**src/verilog/pdp8_pkg.sv**
```systemverilog
// shared PDP-8 console types, referenced by scoped name from every design module
`default_nettype none

package pdp8_pkg;

    // one PDP-8 word, data or address
    typedef logic [11:0] word_t;

    // major state of the console sequencer
    typedef enum logic [2:0] {
        halted,
        console_load,
        console_dep,
        console_exam,
        exam_wait,
        fetch,
        fetch_wait,
        execute
    } state_e;

    // ir[11:9] of an instruction
    typedef enum logic [2:0] {
        op_and,
        op_tad,
        op_isz,
        op_dca,
        op_jms,
        op_jmp,
        op_iot,
        op_opr
    } opcode_e;

    // one-cycle pulses from the panel
    typedef struct packed {
        logic clear;
        logic addr_load;
        logic dep;
        logic exam;
        logic cont;
    } panel_cmd_t;

    // sequencer to address unit pulses
    typedef struct packed {
        logic pc_from_sr;
        logic ma_from_pc;
        logic pc_inc;
        logic pc_jump;
        logic mem_we;
        logic mb_from_mem;
        logic mb_from_sr;
        logic mb_clear;
    } mem_ctl_t;

    // group 2 operate HLT
    localparam word_t HLT_WORD = 12'o7402;

endpackage

`default_nettype wire
```
**src/verilog/front_panel.sv**
```systemverilog
// turns the momentary panel switches into one-cycle command pulses for the sequencer
`timescale 1ns/1ns
`default_nettype none

module front_panel #(
    parameter int DEBOUNCE_CYCLES = 16
) (
    input  wire                  clk100,
    input  wire                  arst_n,
    input  wire                  clear_sw,
    input  wire                  addr_load_sw,
    input  wire                  dep_sw,
    input  wire                  exam_sw,
    input  wire                  cont_sw,
    output pdp8_pkg::panel_cmd_t cmd
);

    localparam int NSW   = 5;
    localparam int CNT_W = $clog2(DEBOUNCE_CYCLES + 1);

    logic [NSW-1:0]   raw;
    logic [NSW-1:0]   sync0;
    logic [NSW-1:0]   sync1;
    logic [NSW-1:0]   level;
    logic [NSW-1:0]   level_q;
    logic [CNT_W-1:0] cnt [NSW];

    // bit order follows the panel_cmd_t fields
    assign raw = {clear_sw, addr_load_sw, dep_sw, exam_sw, cont_sw};

    // two-flop synchronizer
    always_ff @(posedge clk100 or negedge arst_n) begin
        if (!arst_n) begin
            sync0 <= '0;
            sync1 <= '0;
        end else begin
            sync0 <= raw;
            sync1 <= sync0;
        end
    end

    // level follows the input only after it has differed for DEBOUNCE_CYCLES
    always_ff @(posedge clk100 or negedge arst_n) begin
        if (!arst_n) begin
            level   <= '0;
            level_q <= '0;
            for (int i = 0; i < NSW; i++) begin
                cnt[i] <= '0;
            end
        end else begin
            level_q <= level;
            for (int i = 0; i < NSW; i++) begin
                if (sync1[i] == level[i]) begin
                    // bounce back, start over
                    cnt[i] <= '0;
                end else if (cnt[i] == CNT_W'(DEBOUNCE_CYCLES - 1)) begin
                    level[i] <= sync1[i];
                    cnt[i]   <= '0;
                end else begin
                    cnt[i] <= cnt[i] + 1'b1;
                end
            end
        end
    end

    // rising edge of the clean level
    assign cmd = pdp8_pkg::panel_cmd_t'(level & ~level_q);

    // the sequencer handles one command at a time
    a_one_cmd : assert property (@(posedge clk100) disable iff (!arst_n)
        $onehot0(cmd));

endmodule

`default_nettype wire

```
**config.mk**
```make
export PLATFORM = sky130hd
export DESIGN_NAME = front_panel
export DESIGN_NICKNAME = d
export VERILOG_FILES = /design/src/verilog/pdp8_pkg.sv /design/src/verilog/front_panel.sv
export SDC_FILE = /design/constraint.sdc
export NUM_CORES = 1
export LEC_CHECK = 0
export ABC_AREA = 1
export BUFFER_PORTS_ARGS = -buffer_cell sky130_fd_sc_hd__buf_2
export CORE_MARGIN = 2
export CORE_UTILIZATION = 42
export DETAILED_ROUTE_END_ITERATION = 7
export PLACE_DENSITY_LB_ADDON = 0.2
export SYNTH_ARGS = -nofsm -noshare
export SYNTH_HDL_FRONTEND = slang
export SYNTH_SLANG_ARGS = --single-unit
```
**constraint.sdc**
```tcl
create_clock -name clk100 -period 1.2 [get_ports clk100]
set_input_delay 0.06 -clock clk100 [delete_from_list [all_inputs] [get_ports clk100]]
set_output_delay 0.06 -clock clk100 [all_outputs]
set_load 0.01 [all_outputs]
```
After elaboration in Yosys (flattened, before gate mapping)
Index checks and enable logic that the tools add are counted.

Register bits after elaboration: 45.

$add $sub $neg: 5. Reduce and logical (&&, ||, !) cells: 5. Bitwise operators: 7. Equal/unequal tests: 10. Muxes and demuxes: 10.

Operator list (count): $mux 5 (10); $add 5x1->5 const B (5); $eq 5x4->1 const B (5); $reduce_and 2->1 (5); $and 5x5->5 (1); $eq 1x1->1 (5); $not 1->1 (5); $not 5->5 (1).

Logic depth before layout (Yosys ltp)
Depth after elaboration: 3. Gate-level depth with buffers: 5. Mapped depth without buffers: 5.

Worst setup path before layout
OpenSTA, ideal clock, no wires.

Path kind: reg-to-reg. Start point: register cnt[15] in the netlist's numbering. End point: register cnt[18] in the netlist's numbering. Library setup time: 71 ps. Slack: 243 ps. Data required time: 1129 ps. Stages on the path, launching flop included: 5. Data arrival time: 886 ps. Cells stage by stage: dfrtp_1 ha_1 nand4_1 nand2_1 nor2_1.

Word-level cells in the longest chain between the ends: 3.

Ends and longest elaborated chain: from (decl) (RTL line front_panel.sv:26) `logic [CNT_W-1:0] cnt [NSW];`; from (signal, indexed assignment) (RTL line front_panel.sv:60) `cnt[i] <= cnt[i] + 1'b1;`; $add 5x1->5 / $eq 5x4->1 (equally long branches) (RTL line front_panel.sv:60, front_panel.sv:56); $mux 5 (*) (RTL line front_panel.sv:56) `end else if (cnt[i] == CNT_W'(DEBOUNCE_CYCLES - 1)) begin`; $mux 5 (*) (RTL line front_panel.sv:53) `if (sync1[i] == level[i]) begin`.

Every way passes the cells marked *; elsewhere a longest branch is shown, timed or not. A chain may end at the register's enable or synchronous reset.

Worst setup path after layout
Start point: register cnt[20] in the netlist's numbering. End point: register cnt[21] in the netlist's numbering.

The elaborated chain is that of the path after synthesis.

==> results.json <==
{
  "timing.critical_path.cells": "ha_1 > nand4_1 > nand2_1 > nor2_1",
  "dp_hpwl_um": 1910,
  "h-tree-depth": 2,
  "grt_pass1_vias": 1192,
  "critPathSlowestCell": "dfrtp_1",
  "cts_buffers": 5,
  "routed_wl_um": 2700,
  "reg2reg_slack_ps": 110,
  "grt_pass1_wl_um": 4890,
  "die_y_um": 69.0,
  "seq_area_frac_synth_pct": 63.4,
  "detail-route-antenna-nets": 0,
  "clkTransAtPathRegs_ps": 80,
  "die_x_um": 69.0,
  "syn_nets": 202,
  "hold_path.class": "input pin to async pin",
  "core_mm2": 0.00403,
  "yosysTopAreaCell": "dfrtp_1",
  "cts.sinks": 45,
  "route.detailed.drc": 0,
  "slew_headroom_pct": 84.6,
  "drt-pass1-iter-count": 2,
  "r2r_start": "cnt[20]",
  "antenna_found_initial": 0,
  "leakage_uw": 0.00108,
  "avgRoutedWirePerCell_um": 10.2,
  "crit_fanout": 4,
  "crit_cells": 4,
  "cts_setup_buffers": 0,
  "ys_types": 8,
  "max_stage_delay_ps": 410,
  "nets": 227,
  "setup_viol": 0,
  "crit_path_end_kind": "register",
  "ys.warnings.count": 0,
  "skew_ps": 5.45,
  "crit_buf_inv": 0,
  "dieArea_mm2": 0.00477,
  "rsz0062_at_grt": "false",
  "worstPathArrival_ps": 1270,
  "fillers": 374,
  "crit_path_start": "cnt[20]",
  "vias": 1248,
  "fin_crit_sh_pct": 90.5,
  "worstSkewPairLatency_ps": 290,
  "synth_area_leaders": "dfrtp_1 63%, nand2_1 11%, nor2_1 7.4%, inv_1 6.3%, ha_1 3.5%",
  "maxCapViolCount": 0,
  "ctsLongestPathBuffers": 2,
  "cts_tree": "yes",
  "reg2reg_depth": 4,
  "gp_congestion": 0.782,
  "num_antenna_cells": 0,
  "fin_crit_ps": 1090,
  "ir_drop_mv": 0.748,
  "synth-seq-cells": 45,
  "fmax_ghz": 0.921,
  "syn_area_per_cell_um2": 9.35,
  "utilization_pct": 51.1,
  "num_rows": 23,
  "synthCells": 190,
  "root_buffer": "clkbuf_8",
  "outcome": "finished, final reports clean",
  "hold_buffers": 6,
  "critical_path_class": "register to register",
  "crit_family": "flip-flops",
  "hold_viol": 0,
  "grt_max_degree": 46,
  "fin_setup_tns_ps": 0,
  "final_common_cell": "nand2_1",
  "synth_top_area_share_pct": 63.4,
  "slew_viol_final": 0,
  "io_pins": 12,
  "post_cts_resize_count": 0,
  "final_cell_mix": "50 x nand2_1, 45 x dfrtp_1, 35 x nor2_1",
  "timing.rr.end": "cnt[21]",
  "critPathRequiredTime_ps": 1380,
  "cp-start-kind": "register",
  "powerDensity_mw_per_mm2": 1310,
  "syn_area_mm2": 0.00178,
  "max_slew.worst_pin.slew_ps": 230,
  "areaGrowthSynthToFinish_pct": 16.0,
  "grt_usage_pct": 13.1,
  "drt_iter0_drc": 39,
  "overflow": 0,
  "avgViaCountPerCell": 4.71,
  "crit_end": "cnt[21]",
  "drive_gt1_share_pct": 8.37,
  "portBuffers": 11,
  "initial_utilization_pct": 44.1
}
[power by group]
| part | internal (uW) | switching [uW] |
|---|---|---|
| registers | 1570 | 52.3 |
| clock network | 456 | 448 |
| logic | 74.8 | 92.4 |
| total | 2110 | 593 |
[worst min-delay path by stage]
stage | start | endpoint | depth (start not counted)
after global placement | arst_n | level[0] | 2
final | arst_n | cnt[22] | 3
after detailed placement | arst_n | cnt[22] | 2
after floorplan | arst_n | cnt[0] | 0
after CTS | arst_n | level_q[0] | 3
after global routing | arst_n | level_q[0] | 3
[worst reg2reg max path: cells and delay by family, from the launching register on]
kind                     cells  cell delay [ps]
AND/OR/NAND/NOR              3              330
flip-flops                   1              410
adder cells (fa/ha/maj)      1              240
[synth_stat cells]
cell type and count:
dfrtp_1 45, ha_1 5, inv_1 30, nand2_1 50, nand3_1 10, nand4_1 10
nor2_1 35, xnor2_1 5
[per-stage QoR]
stage | hold slack (ps) | instance area (um^2) | total power, uW | setup WS (ps) | instances
floorplan | -236 | 1780 | 1730 | 243 | 190
global placement | 51.1 | 1910 | 1800 | 178 | 252
detailed placement | 55.1 | 1910 | 1810 | 145 | 252
CTS | 270 | 2060 | 2750 | 101 | 265
global route | 273 | 2060 | 2850 | 20.6 | 265
finish | 262 | 2060 | 2700 | 114 | 265
[layout make-up]
cell class	count	area [um^2]	share of cell area, %
clock buffers	7	86.3	4.19
inverters	30	113	5.46
multi-input cells	115	538	26.1
flip-flops and latches	45	1130	54.6
well taps	50	62.6	3.04
repair buffers	18	135	6.56
[state kept, by name (all words and copies together) (netlist names)]
register and flops:
cnt 25, sync1 5, sync0 5, level 5
level_q 5
[routing by layer]
| layer | up-vias | routed length, um | global-route usage [%] |
|---|---|---|---|
| met2 | 15 | 1380 | 23.1 |
| met1 | 597 | 1150 | 13.2 |
| met5 | - | 0 | 0 |
| met3 | 8 | 98 | 4.82 |
| li1 | 628 | - | - |
| met4 | 0 | 79 | 7.41 |
[cells by family (layout without fill, tap and decap cells)]
family | count (synthesis) | count (layout) | share of synthesized area, %
XOR/XNOR | 5 | 5 | 2.46
adder cells (fa/ha/maj) | 5 | 5 | 3.52
buffers and inverters | 30 | 55 | 6.34
AND/OR/NAND/NOR | 105 | 105 | 24.3
flip-flops | 45 | 45 | 63.4
Power figures use the tool's default switching activity.
