[src/verilog/pdp8_pkg.sv]
// shared PDP-8 console types, referenced by scoped name from every design module
`default_nettype none

package pdp8_pkg;

    // one PDP-8 word, data or address
    typedef logic [11:0] word_t;

    // major state of the console sequencer
    typedef enum logic [2:0] {
        halted,
        console_load,
        console_dep,
        console_exam,
        exam_wait,
        fetch,
        fetch_wait,
        execute
    } state_e;

    // ir[11:9] of an instruction
    typedef enum logic [2:0] {
        op_and,
        op_tad,
        op_isz,
        op_dca,
        op_jms,
        op_jmp,
        op_iot,
        op_opr
    } opcode_e;

    // one-cycle pulses from the panel
    typedef struct packed {
        logic clear;
        logic addr_load;
        logic dep;
        logic exam;
        logic cont;
    } panel_cmd_t;

    // sequencer to address unit pulses
    typedef struct packed {
        logic pc_from_sr;
        logic ma_from_pc;
        logic pc_inc;
        logic pc_jump;
        logic mem_we;
        logic mb_from_mem;
        logic mb_from_sr;
        logic mb_clear;
    } mem_ctl_t;

    // group 2 operate HLT
    localparam word_t HLT_WORD = 12'o7402;

endpackage

`default_nettype wire
[src/verilog/mem_addr.sv]
// program counter, memory address and memory buffer registers driven by sequencer pulses
`timescale 1ns/1ns
`default_nettype none

module mem_addr #(
    parameter int ADDR_BITS = 12
) (
    input  wire                clk100,
    input  wire                arst_n,
    input  pdp8_pkg::mem_ctl_t ctl,
    input  pdp8_pkg::word_t    sr,
    input  pdp8_pkg::word_t    ir,
    input  pdp8_pkg::word_t    rdata,
    output pdp8_pkg::word_t    addr,
    output pdp8_pkg::word_t    ma,
    output pdp8_pkg::word_t    mb,
    output logic               we
);

    pdp8_pkg::word_t pc;
    pdp8_pkg::word_t target;
    pdp8_pkg::word_t addr_sel;

    // page bit ir[7], clear means page zero
    assign target = {(ir[7] ? ma[11:7] : 5'b0), ir[6:0]};

    // pc goes out directly whenever a read or write starts this cycle
    assign addr_sel = (ctl.mem_we || ctl.ma_from_pc) ? pc : ma;
    assign addr     = pdp8_pkg::word_t'(addr_sel[ADDR_BITS-1:0]);
    assign we       = ctl.mem_we;

    always_ff @(posedge clk100 or negedge arst_n) begin
        if (!arst_n) begin
            pc <= '0;
            ma <= '0;
            mb <= '0;
        end else begin
            if (ctl.pc_from_sr) begin
                pc <= sr;
            end else if (ctl.pc_jump) begin
                pc <= target;
            end else if (ctl.pc_inc) begin
                pc <= pc + 1'b1;
            end

            if (ctl.pc_from_sr) begin
                ma <= sr;
            end else if (ctl.ma_from_pc) begin
                ma <= pc;
            end

            if (ctl.mb_clear) begin
                mb <= '0;
            end else if (ctl.mb_from_sr) begin
                mb <= sr;
            end else if (ctl.mb_from_mem) begin
                mb <= rdata;
            end
        end
    end

    a_pc_one_src : assert property (@(posedge clk100) disable iff (!arst_n)
        !(ctl.pc_from_sr && ctl.pc_inc));

endmodule

`default_nettype wire

[config.mk]
export PLATFORM = sky130hd
export DESIGN_NAME = mem_addr
export DESIGN_NICKNAME = d
export VERILOG_FILES = /design/src/verilog/pdp8_pkg.sv /design/src/verilog/mem_addr.sv
export SDC_FILE = /design/constraint.sdc
export NUM_CORES = 1
export LEC_CHECK = 0
export BUFFER_PORTS_ARGS = -buffer_cell sky130_fd_sc_hd__buf_4
export CAP_MARGIN = 15
export CORE_MARGIN = 4
export CORE_UTILIZATION = 49
export CTS_CLUSTER_SIZE = 25
export DETAILED_ROUTE_END_ITERATION = 10
export GPL_TIMING_DRIVEN = 0
export PLACE_DENSITY = 0.8
export SLEW_MARGIN = 15
export SYNTH_ARGS = -nofsm -noshare
export SYNTH_HDL_FRONTEND = slang
export SYNTH_SLANG_ARGS = --single-unit
[constraint.sdc]
create_clock -name clk100 -period 1.6 [get_ports clk100]
set_clock_uncertainty 0.2 [all_clocks]
set_input_delay 0.08 -clock clk100 [delete_from_list [all_inputs] [get_ports clk100]]
set_output_delay 0.08 -clock clk100 [all_outputs]
set_load 0.005 [all_outputs]
Word-level counts from Yosys, hierarchy flattened
Index checks and enable logic that the tools add are counted. W data, S select, Z words.

Reduce and logical (&&, ||, !) cells: 4. Magnitude comparators: 0. Shifts and indexed selects: 0. Bitwise gates (word level): 0. Div/mod/pow operators: 0. Eq/ne operators: 0. Muxes and demuxes: 10. Multipliers: 0. Add/subtract/negate cells: 1.

Operator list (number): $mux W12 (9); $add A12 B1 Y12 const B (1); $reduce_bool A3 Y1 (2); $mux W5 (1); $reduce_bool A2 Y1 (1); $logic_or A1 B1 Y1 (1).

Word-level logic and storage cells: 18. Bits of input ports: 46. Output and inout port bits: 37. Memories: 0. RAM bits: 0. Register bits after elaboration: 36. ROM bits: 0. Latch bits: 0.

Logic depth before layout (Yosys ltp)
Gate-level depths: netlist of run 1.

Depth in word-level cells: 4. Depth in mapped cells: 5.

Worst setup path after synthesis of run 1
No wires, ideal clock.

Path type: register -> register. From: register pc[3]. To: register pc[11]. Period minus slack after synthesis: 1493 ps. Setup slack: 107 ps. Cell stages (with the launch flop): 6. Data arrival time: 1167 ps. Cells stage by stage: dfrtp_1 > and4_1 > buf_4 > nand2_1 > nor3_1 > o32a_1.

Cells in the longest elaborated chain, start to end: 4.

RTL lines: from (decl) (line mem_addr.sv:20) `pdp8_pkg::word_t pc;`; from (signal assigned) (line mem_addr.sv:39) `pc <= sr;`; from (signal assigned) (line mem_addr.sv:41) `pc <= target;`; from (signal assigned) (line mem_addr.sv:43) `pc <= pc + 1'b1;`; $add A12 B1 Y12 (line mem_addr.sv:43); $mux W12 (line mem_addr.sv:42) `end else if (ctl.pc_inc) begin`; $mux W12 (line mem_addr.sv:40) `end else if (ctl.pc_jump) begin`; $mux W12 (line mem_addr.sv:38) `if (ctl.pc_from_sr) begin`.

No other way between the ends. The select of a mux whose other input is x is not followed. A chain may end at the register's enable or synchronous reset.

Worst setup path after layout of run 1
From: register pc[1]. To: register pc[6].

Same word-level chain as after synthesis.

==> results of run 1 <==
[worst max-delay path, stage by stage (launching register included)]
cell	delay [ns]
dfrtp_2	0.43
ha_4	0.18
nand4_1	0.14
nor2_1	0.21
xnor2_1	0.18
a21oi_1	0.10
[power groups by stage]
stage          Clock (W)  Combinational (W)  Sequential, W
6_report        0.000717           0.000739        0.00108
5_1_grt         0.000757           0.000808        0.00109
3_5_place_dp           0           0.000604        0.00109
4_1_cts         0.000716           0.000677        0.00107
3_3_place_gp           0           0.000590        0.00109
2_1_floorplan          0           0.000296        0.00108
[per-stage QoR]
stage / TNS (ns) / instance area [um^2] / hold WS (ns) / power [W]
after floorplan: 0 / 2100 / -0.416 / 0.00137
after global placement: -0.425 / 2730 / -0.140 / 0.00168
after detailed placement: -0.854 / 2730 / -0.131 / 0.00169
after CTS: 0 / 3170 / 0.0128 / 0.00247
after global routing: -0.0368 / 3260 / 0.0422 / 0.00265
final: 0 / 3260 / 0.0246 / 0.00253
[logic make-up (layout without fill, tap and decap cells)]
kind of cell	after synthesis	count (layout)
multiplexers	37	37
flip-flops	36	36
AND/OR/NAND/NOR	73	73
adder cells (fa/ha/maj)	1	1
buffers and inverters	19	142
AO/OA/AOI/OAI	57	57
XOR/XNOR	5	5
[how the worst max path moves through the flow]
stage | to | slack, ns | cells past startpoint | start
3_5_place_dp | addr[5] | -0.15 | 5 | ctl[6]
2_1_floorplan | pc[11] | 0.11 | 5 | pc[3]
5_1_grt | pc[6] | -0.04 | 5 | pc[1]
6_report | pc[6] | 0.02 | 5 | pc[1]
3_3_place_gp | addr[5] | -0.08 | 5 | ctl[6]
4_1_cts | pc[11] | 0.02 | 5 | pc[6]
[repair_timing]
item	CTS	global route
pin swaps	0	1
hold endpoints to repair	67	0
gates resized for setup	7	8
setup buffers	1	9
hold buffers	32	0
setup endpoints to repair	8	5
[routing by layer]
metal	global-route usage, %	vias up	part of all wire [%]
met5	0	-	0
met4	11.1	0	1.9
met3	5.75	18	8.4
met2	43.1	127	50
met1	32.6	1064	39
li1	-	1056	-
[registers in the layout, summed over array words and instances, names as in the netlist]
signal	cells
ma	12
pc	12
mb	12
[final cells by class]
cell class | count | area (um^2) | share of cell area (%)
Clock buffer | 7 | 96.3 | 2.96
Tap cell | 50 | 62.6 | 1.92
Buffer | 15 | 80.1 | 2.46
Inverter | 3 | 11.3 | 0.346
Sequential cell | 36 | 908 | 27.9
Multi-Input combinational cell | 173 | 1140 | 35.0
Timing Repair Buffer | 117 | 958 | 29.4
[placed cells by master (no fill, tap or decap), drive strengths merged, types with 4 or more instances in the layout]
cell and count:
a21oi 20, buf 95, clkbuf 12, dfrtp 36, dlygate4sd3 32, mux2 10
mux2i 27, nand2 22, nand3 4, nand4 6, nor2 31, nor3 4
o21ai 19, xnor2 4
==> flow_summary.toml, run 1 <==
[placed_design]
place_ws_ns = -0.145
io_buffers = 75
dp_hpwl_um = 4370
gp_congestion = 0.889
dp_cells = 353

[setup_path]
worstPathArrival_ns = 1.53
worstSetupPathType = "reg2reg"
cp_max_fo = 6
r2r_slack_ns = 0.02
required_ns = 1.55
crit_path_start_kind = "register"
crit-reg2reg-launch = "pc[1]"
r2r-end = "pc[6]"
worstRegToRegCells = 5
end_kind = "register"

[die]
num_rows = 23
initial_core_util_pct = 51.5
fp.dieH_um = 73.5
core_area_um2 = 4090
ios = 83
die_x_um = 73.5
dieArea_um2 = 5410

[run]
maxCapViolations = 0

[logic_synthesis]
synth_compound_area_share_pct = 16.4
synth_nets = 275
yosysMostFrequentCell = "dfrtp_1"
synth-edff-count = 0
synthCells = 228
synthMuxAreaShare_pct = 18.2
synth.distinct_cells = 34
yosysWarnings = 0
syn_avg_cell_area_um2 = 9.23
yosys.area_share.simple_pct = 15.6
synth_ff_type = "dfrtp_1"
synth.area.top_cells = "dfrtp_1 (43%), mux2i_1 (13%), nor2_1 (5.5%)"
syn_area_um2 = 2100
synthXorXnorAreaFrac_pct = 2.08
synthTopCellsByCount = "dfrtp_1 (36), nor2_1 (31), mux2i_1 (27)"
synth_area_leader_cell = "dfrtp_1"
synth_async_sr_flop_share_pct = 100
synth.top_cell.area_share_pct = 42.8
synth_seq_cells = 36
synth_top_family_by_area = "multiplexers"
seq_area_frac_synth_pct = 42.8
synth_fa_ha_area_share_pct = 0.595

[worst_hold_path]
min_path_type = "in2reg"
hold_depth = 3
min_to = "ma[9]"
min_from = "ctl[6]"

[pwr]
swShare_pct = 29.0
p_int_w = 0.00180
p_sw_w = 0.000735
powerDensity_nw_per_um2 = 777
sequentialPowerShare_pct = 42.5
clkPwrFrac_pct = 28.3
combPwrFrac_pct = 29.2
power.leakage_nw = 1.56
ir_worst_vdd_mv = 0.592

[detailed_routing]
drt-total-wl_um = 6960
dr.pass1.iters = 5
drc = 0
viasPerCell = 5.65
dr_total_vias = 2265
final_antenna_net_count = 0
wire_per_inst_um = 17.4
drt_first_iter_violations = 246

[timing]
finalCritPeriodShare_pct = 98.5
relSlewSlack_pct = 67.5
worst_slack_ns = 0.0234
worst_pin_slew_ns = 0.485
setup_viol = 0
timing_hold_violations_final = 0
period_minus_slack_ns = 1.58
fmax_ghz = 0.634
slew_viol_final = 0

[global_routing]
grt_pass1_wl_um = 10800
grt_overflow_total = 0
antenna_found_initial = 0
grt_max_degree = 37
grt_pass1_vias = 2249
track_usage_pct = 26.1

[clock_tree]
cts_sinks = 36
cts_made_buffers = 5
cts_tree = "built"
clk-insertion-delay-late_ns = 0.29
cts_root_buf = "clkbuf_8"
cts.htree.levels = 2
clk_pin_slew_ns = 0.08
clockBufferDepth = 2

[outcome]
status = "complete, no violations"

[cells_and_area]
finish.utilization_pct = 79.7
final_cells = 401
finish.net_count = 398
area_delta_synth_final_pct = 54.8
drive_gt1_share_pct = 34.8
diodes = 0
fillers = 261
Note: power is estimated with default switching activity, not from simulation.
==> run 2: changes to the inputs <==
--- a/config.mk
+++ b/config.mk
@@ -9,8 +9,9 @@
 export CAP_MARGIN = 15
+export CELL_PAD_IN_SITES_DETAIL_PLACEMENT = 1
+export CELL_PAD_IN_SITES_GLOBAL_PLACEMENT = 2
 export CORE_MARGIN = 4
-export CORE_UTILIZATION = 49
-export CTS_CLUSTER_SIZE = 25
+export CORE_UTILIZATION = 28
 export DETAILED_ROUTE_END_ITERATION = 10
 export GPL_TIMING_DRIVEN = 0
-export PLACE_DENSITY = 0.8
+export PLACE_DENSITY_LB_ADDON = 0.1
 export SLEW_MARGIN = 15
==> constraint.sdc (replaced) <==
create_clock -name clk100 -period 1.6 [get_ports clk100]
set_clock_uncertainty 0.2 [all_clocks]
set_input_delay 0.32 -clock clk100 [delete_from_list [all_inputs] [get_ports clk100]]
set_output_delay 0.32 -clock clk100 [all_outputs]
set_load 0.005 [all_outputs]
==> flow_summary.toml, run 2 (same netlist as run 1, synthesis figures left out) <==
[setup_path]
r2r-end = "pc[11]"
crit-reg2reg-launch = "pc[8]"
r2r_slack_ns = 0.03
crit_chain = "clkbuf_16 > nor2_4 > buf_12 > mux2_4 > buf_6"
path_delay_family = "buffers and inverters"
critPathSlowestCell = "mux2_4"
crit_path_start_kind = "input pin"
cp_max_fo = 9
end_kind = "output pin"
critPathBufInv = 3
critPathMaxStageDelay_ns = 0.31
required_ns = 1.08
worstPathArrival_ns = 1.16
worstSetupPathType = "in2out"
worstRegToRegCells = 4

[detailed_routing]
viasPerCell = 4.90
dr_total_vias = 2098
dr.pass1.iters = 4
drt_first_iter_violations = 62
wire_per_inst_um = 17.3
drc = 0
drt-total-wl_um = 7390
final_antenna_net_count = 0

[die]
die_x_um = 94.7
ios = 83
num_rows = 31
core_area_um2 = 7290
dieArea_um2 = 8970
initial_core_util_pct = 28.9
fp.dieH_um = 94.7

[timing]
setup_viol = 10
period_minus_slack_ns = 1.68
slew_viol_final = 0
timing_hold_violations_final = 0
worst_slack_ns = -0.0756
rsz0062_at_grt = "true"
finalCritPeriodShare_pct = 105
worst_pin_slew_ns = 0.544
fmax_ghz = 0.597
relSlewSlack_pct = 63.8

[placed_design]
dp_hpwl_um = 5320
io_buffers = 75
place_ws_ns = -0.261
gp_congestion = 0.752

[pwr]
combPwrFrac_pct = 30.4
clkPwrFrac_pct = 27.9
p_int_w = 0.00184
powerDensity_nw_per_um2 = 798
p_total_w = 0.00259
swShare_pct = 29.2
power.leakage_nw = 1.55
sequentialPowerShare_pct = 41.6
ir_worst_vdd_mv = 0.291
p_sw_w = 0.000757

[global_routing]
grt_max_degree = 37
grt_pass1_vias = 2226
antenna_found_initial = 0
grt_overflow_total = 0
track_usage_pct = 16.9
grt_pass1_wl_um = 11600

[cells_and_area]
seqCellArea_um2 = 910
final_common_cell = "buf_4"
drive_gt1_share_pct = 41.9
layout_common_cells = "buf_4 (77), nor2_1 (29), dfrtp_1 (29)"
finish.net_count = 376
diodes = 0
fillers = 876
top_regs = "ma x12, mb x12, pc x12"
area_delta_synth_final_pct = 54.5
multi_input_area_um2 = 1210

[worst_hold_path]
min_to = "pc[4]"
hold_depth = 3
min_from = "sr[4]"
min_path_type = "in2reg"

[outcome]
violations = "setup timing"
status = "complete, but fails checks"

[clock_tree]
cts_root_buf = "clkbuf_8"
cts_tree = "built"
clockBufferDepth = 2
clk-insertion-delay-late_ns = 0.29
cts_sinks = 36
cts.htree.levels = 2
cts_made_buffers = 5
clk_pin_slew_ns = 0.07

[run]
maxCapViolations = 0
[run 2: worst max path at each step]
| stage | startpoint | to | slack (ns) | cells past startpoint |
|---|---|---|---|---|
| floorplan | ctl[6] | addr[4] | -0.003 | 4 |
| global placement | ctl[6] | addr[4] | -0.25 | 5 |
| detailed placement | ctl[6] | addr[4] | -0.26 | 5 |
| CTS | ctl[6] | addr[10] | -0.12 | 5 |
| global route | pc[0] | addr[0] | -0.1 | 2 |
| finish | ctl[6] | addr[6] | -0.08 | 5 |
[run 2: timing repair]
action	CTS	global route
setup buffers	8	10
gates resized for setup	25	25
setup endpoints to repair	15	18
hold buffers	2	0
pin swaps	2	8
endpoints found under the hold margin	38	0
[run 2: metal layers]
metal | vias up | global-route usage (%) | wire [um]
met4 | 0 | 4.33 | 70
met3 | 6 | 4.46 | 405
met5 | - | 0 | 0
met2 | 50 | 28.4 | 3580
li1 | 1012 | - | -
met1 | 1030 | 21.4 | 3330
[run 2: power by group through the flow]
| stage | Sequential (W) | Clock, W | Combinational [W] |
|---|---|---|---|
| floorplan | 0.00108 | 0 | 0.000301 |
| global placement | 0.00109 | 0 | 0.000623 |
| detailed placement | 0.00110 | 0 | 0.000630 |
| CTS | 0.00108 | 0.000749 | 0.000701 |
| global route | 0.00109 | 0.000772 | 0.000872 |
| finish | 0.00108 | 0.000725 | 0.000790 |
[run 2: worst register-to-register path, cell delays in order (launching register included)]
cell and delay (ns):
dfrtp_1 0.44, and3_1 0.25, nand2_1 0.11, o31a_1 0.29, o32a_1 0.15
[run 2: metrics by stage]
stage | instance area [um^2] | TNS (ns) | instances | util (%) | hold slack [ns]
final | 3250 | -0.638 | 428 | 44.6 | 0.0768
after global routing | 3250 | -0.939 | 428 | 44.6 | 0.0793
after CTS | 3070 | -0.852 | 418 | 42.1 | 0.0676
after detailed placement | 2820 | -2.76 | 402 | 38.6 | 0.130
after global placement | 2820 | -2.60 | 402 | 38.6 | 0.125
after floorplan | 2130 | -0.00893 | 228 | - | -0.176
[run 2: layout make-up]
type	instances	share of cell area [%]
inverter	3	0.346
clock buffer	7	2.96
sequential	36	28.0
buffer	15	3.39
multi-input combinational	173	37.1
tap	99	3.81
timing repair buffer	95	24.4
==> run 3: changes to the inputs <==
- SKIP_CTS_REPAIR_TIMING: unset -> 1
==> flow_summary.toml, run 3 (same netlist as run 1, synthesis figures left out) <==
[setup_path]
path_depth = 5
worstSetupStartpoint = "ctl[3]"
worstPathArrival_ns = 1.18
required_ns = 1.08
critPathMaxStageDelay_ns = 0.31
worstSetupPathType = "in2out"
path_delay_family = "buffers and inverters"
worstRegToRegCells = 5
end_kind = "output pin"
r2r_slack_ns = 0.02
endpoint = "addr[5]"
critPathSlowestCell = "mux2_4"
cp_max_fo = 8
crit_path_start_kind = "input pin"
r2r-end = "pc[11]"
crit-reg2reg-launch = "pc[0]"
crit_chain = "buf_8 > nor2_4 > buf_12 > mux2_4 > buf_6"
critPathBufInv = 3

[cells_and_area]
drive_gt1_share_pct = 40.6
layout_common_cells = "buf_4 (73), dfrtp_1 (30), nor2_1 (29)"
diodes = 0
final_common_cell = "buf_4"
top_regs = "ma x12, mb x12, pc x12"
finish.net_count = 372
final_cells = 424
finalInstanceArea_um2 = 3210
area_delta_synth_final_pct = 52.4

[timing]
finalCritPeriodShare_pct = 106
setup_viol = 12
fmax_ghz = 0.588
relSlewSlack_pct = 64.5
timing_hold_violations_final = 0
worst_slack_ns = -0.101
hold_ws_ns = 0.0795
rsz0062_at_grt = "true"
period_minus_slack_ns = 1.70
worst_pin_slew_ns = 0.533
slew_viol_final = 0

[detailed_routing]
dr_total_vias = 2074
drt_first_iter_violations = 58
final_antenna_net_count = 0
wire_per_inst_um = 17.0
drc = 0
drt-total-wl_um = 7210
dr.pass1.iters = 4
viasPerCell = 4.89

[clock_tree]
clk_pin_slew_ns = 0.07
cts_tree = "built"
cts.htree.levels = 2
clockBufferDepth = 2
clk-insertion-delay-late_ns = 0.29
cts_root_buf = "clkbuf_8"
cts_sinks = 36
cts_made_buffers = 5

[placed_design]
place_ws_ns = -0.261
gp_congestion = 0.752
io_buffers = 75
dp_hpwl_um = 5320
dp_cells = 402
post_dp_cell_area_um2 = 2820

[outcome]
status = "complete, but fails checks"
violations = "setup timing"

[worst_hold_path]
min_path_type = "in2reg"

[global_routing]
grt_pass1_vias = 2151
grt_pass1_wl_um = 11200
antenna_found_initial = 0
grt_overflow_total = 0
grt_max_degree = 37
track_usage_pct = 16.4

[die]
die_x_um = 94.7
fp.dieH_um = 94.7
ios = 83
num_rows = 31
initial_core_util_pct = 28.9
dieArea_um2 = 8970
core_area_um2 = 7290

[pwr]
powerDensity_nw_per_um2 = 798
power.leakage_nw = 1.53
p_total_w = 0.00256
ir_worst_vdd_mv = 0.286

[run]
maxCapViolations = 0
## run 3: stage by stage
stage                     utilization [%]  setup TNS, ns
final                                44.0         -0.922
after global routing                 44.0          -1.35
after CTS                            39.9          -2.22
after detailed placement             38.6          -2.76
after global placement               38.6          -2.60
after floorplan                         -       -0.00893
## run 3: power by group
group	total [W]	internal (W)	switching, W	leakage (nW)
Sequential	0.00108	0.000996	0.0000879	0.443
Combinational	0.000758	0.000441	0.000317	1.04
Clock	0.000717	0.000384	0.000333	0.0503
## run 3: final cells by class
type                       instances  area (um^2)
inverter                           3         11.3
multi-input combinational        173         1190
fill                             879         4090
clock buffer                       7         96.3
tap                               99          124
timing repair buffer              90          766
buffer                            16          111
sequential                        36          908
## run 3: metal layers
metal	up-vias	GRT usage, %	routed length [um]
li1	1004	-	-
met1	1006	20.9	3270
met2	57	27.4	3490
met3	7	4.46	400
met4	0	4.33	57
met5	-	0	0
## run 3: tightest hold or removal path, stage by stage
cell and delay [ns]:
buf_4 0.08, a21oi_1 0.05, nor2_1 0.07
## run 3: worst min path at each step
| stage | start | endpoint | slack (ns) | cells after the start |
|---|---|---|---|---|
| final | sr[10] | mb[10] | 0.08 | 3 |
| after floorplan | arst_n | ma[0] | -0.18 | 0 |
| after global routing | sr[4] | pc[4] | 0.08 | 3 |
| after global placement | arst_n | ma[2] | 0.13 | 1 |
| after CTS | arst_n | ma[3] | -0.19 | 1 |
| after detailed placement | arst_n | ma[1] | 0.13 | 1 |
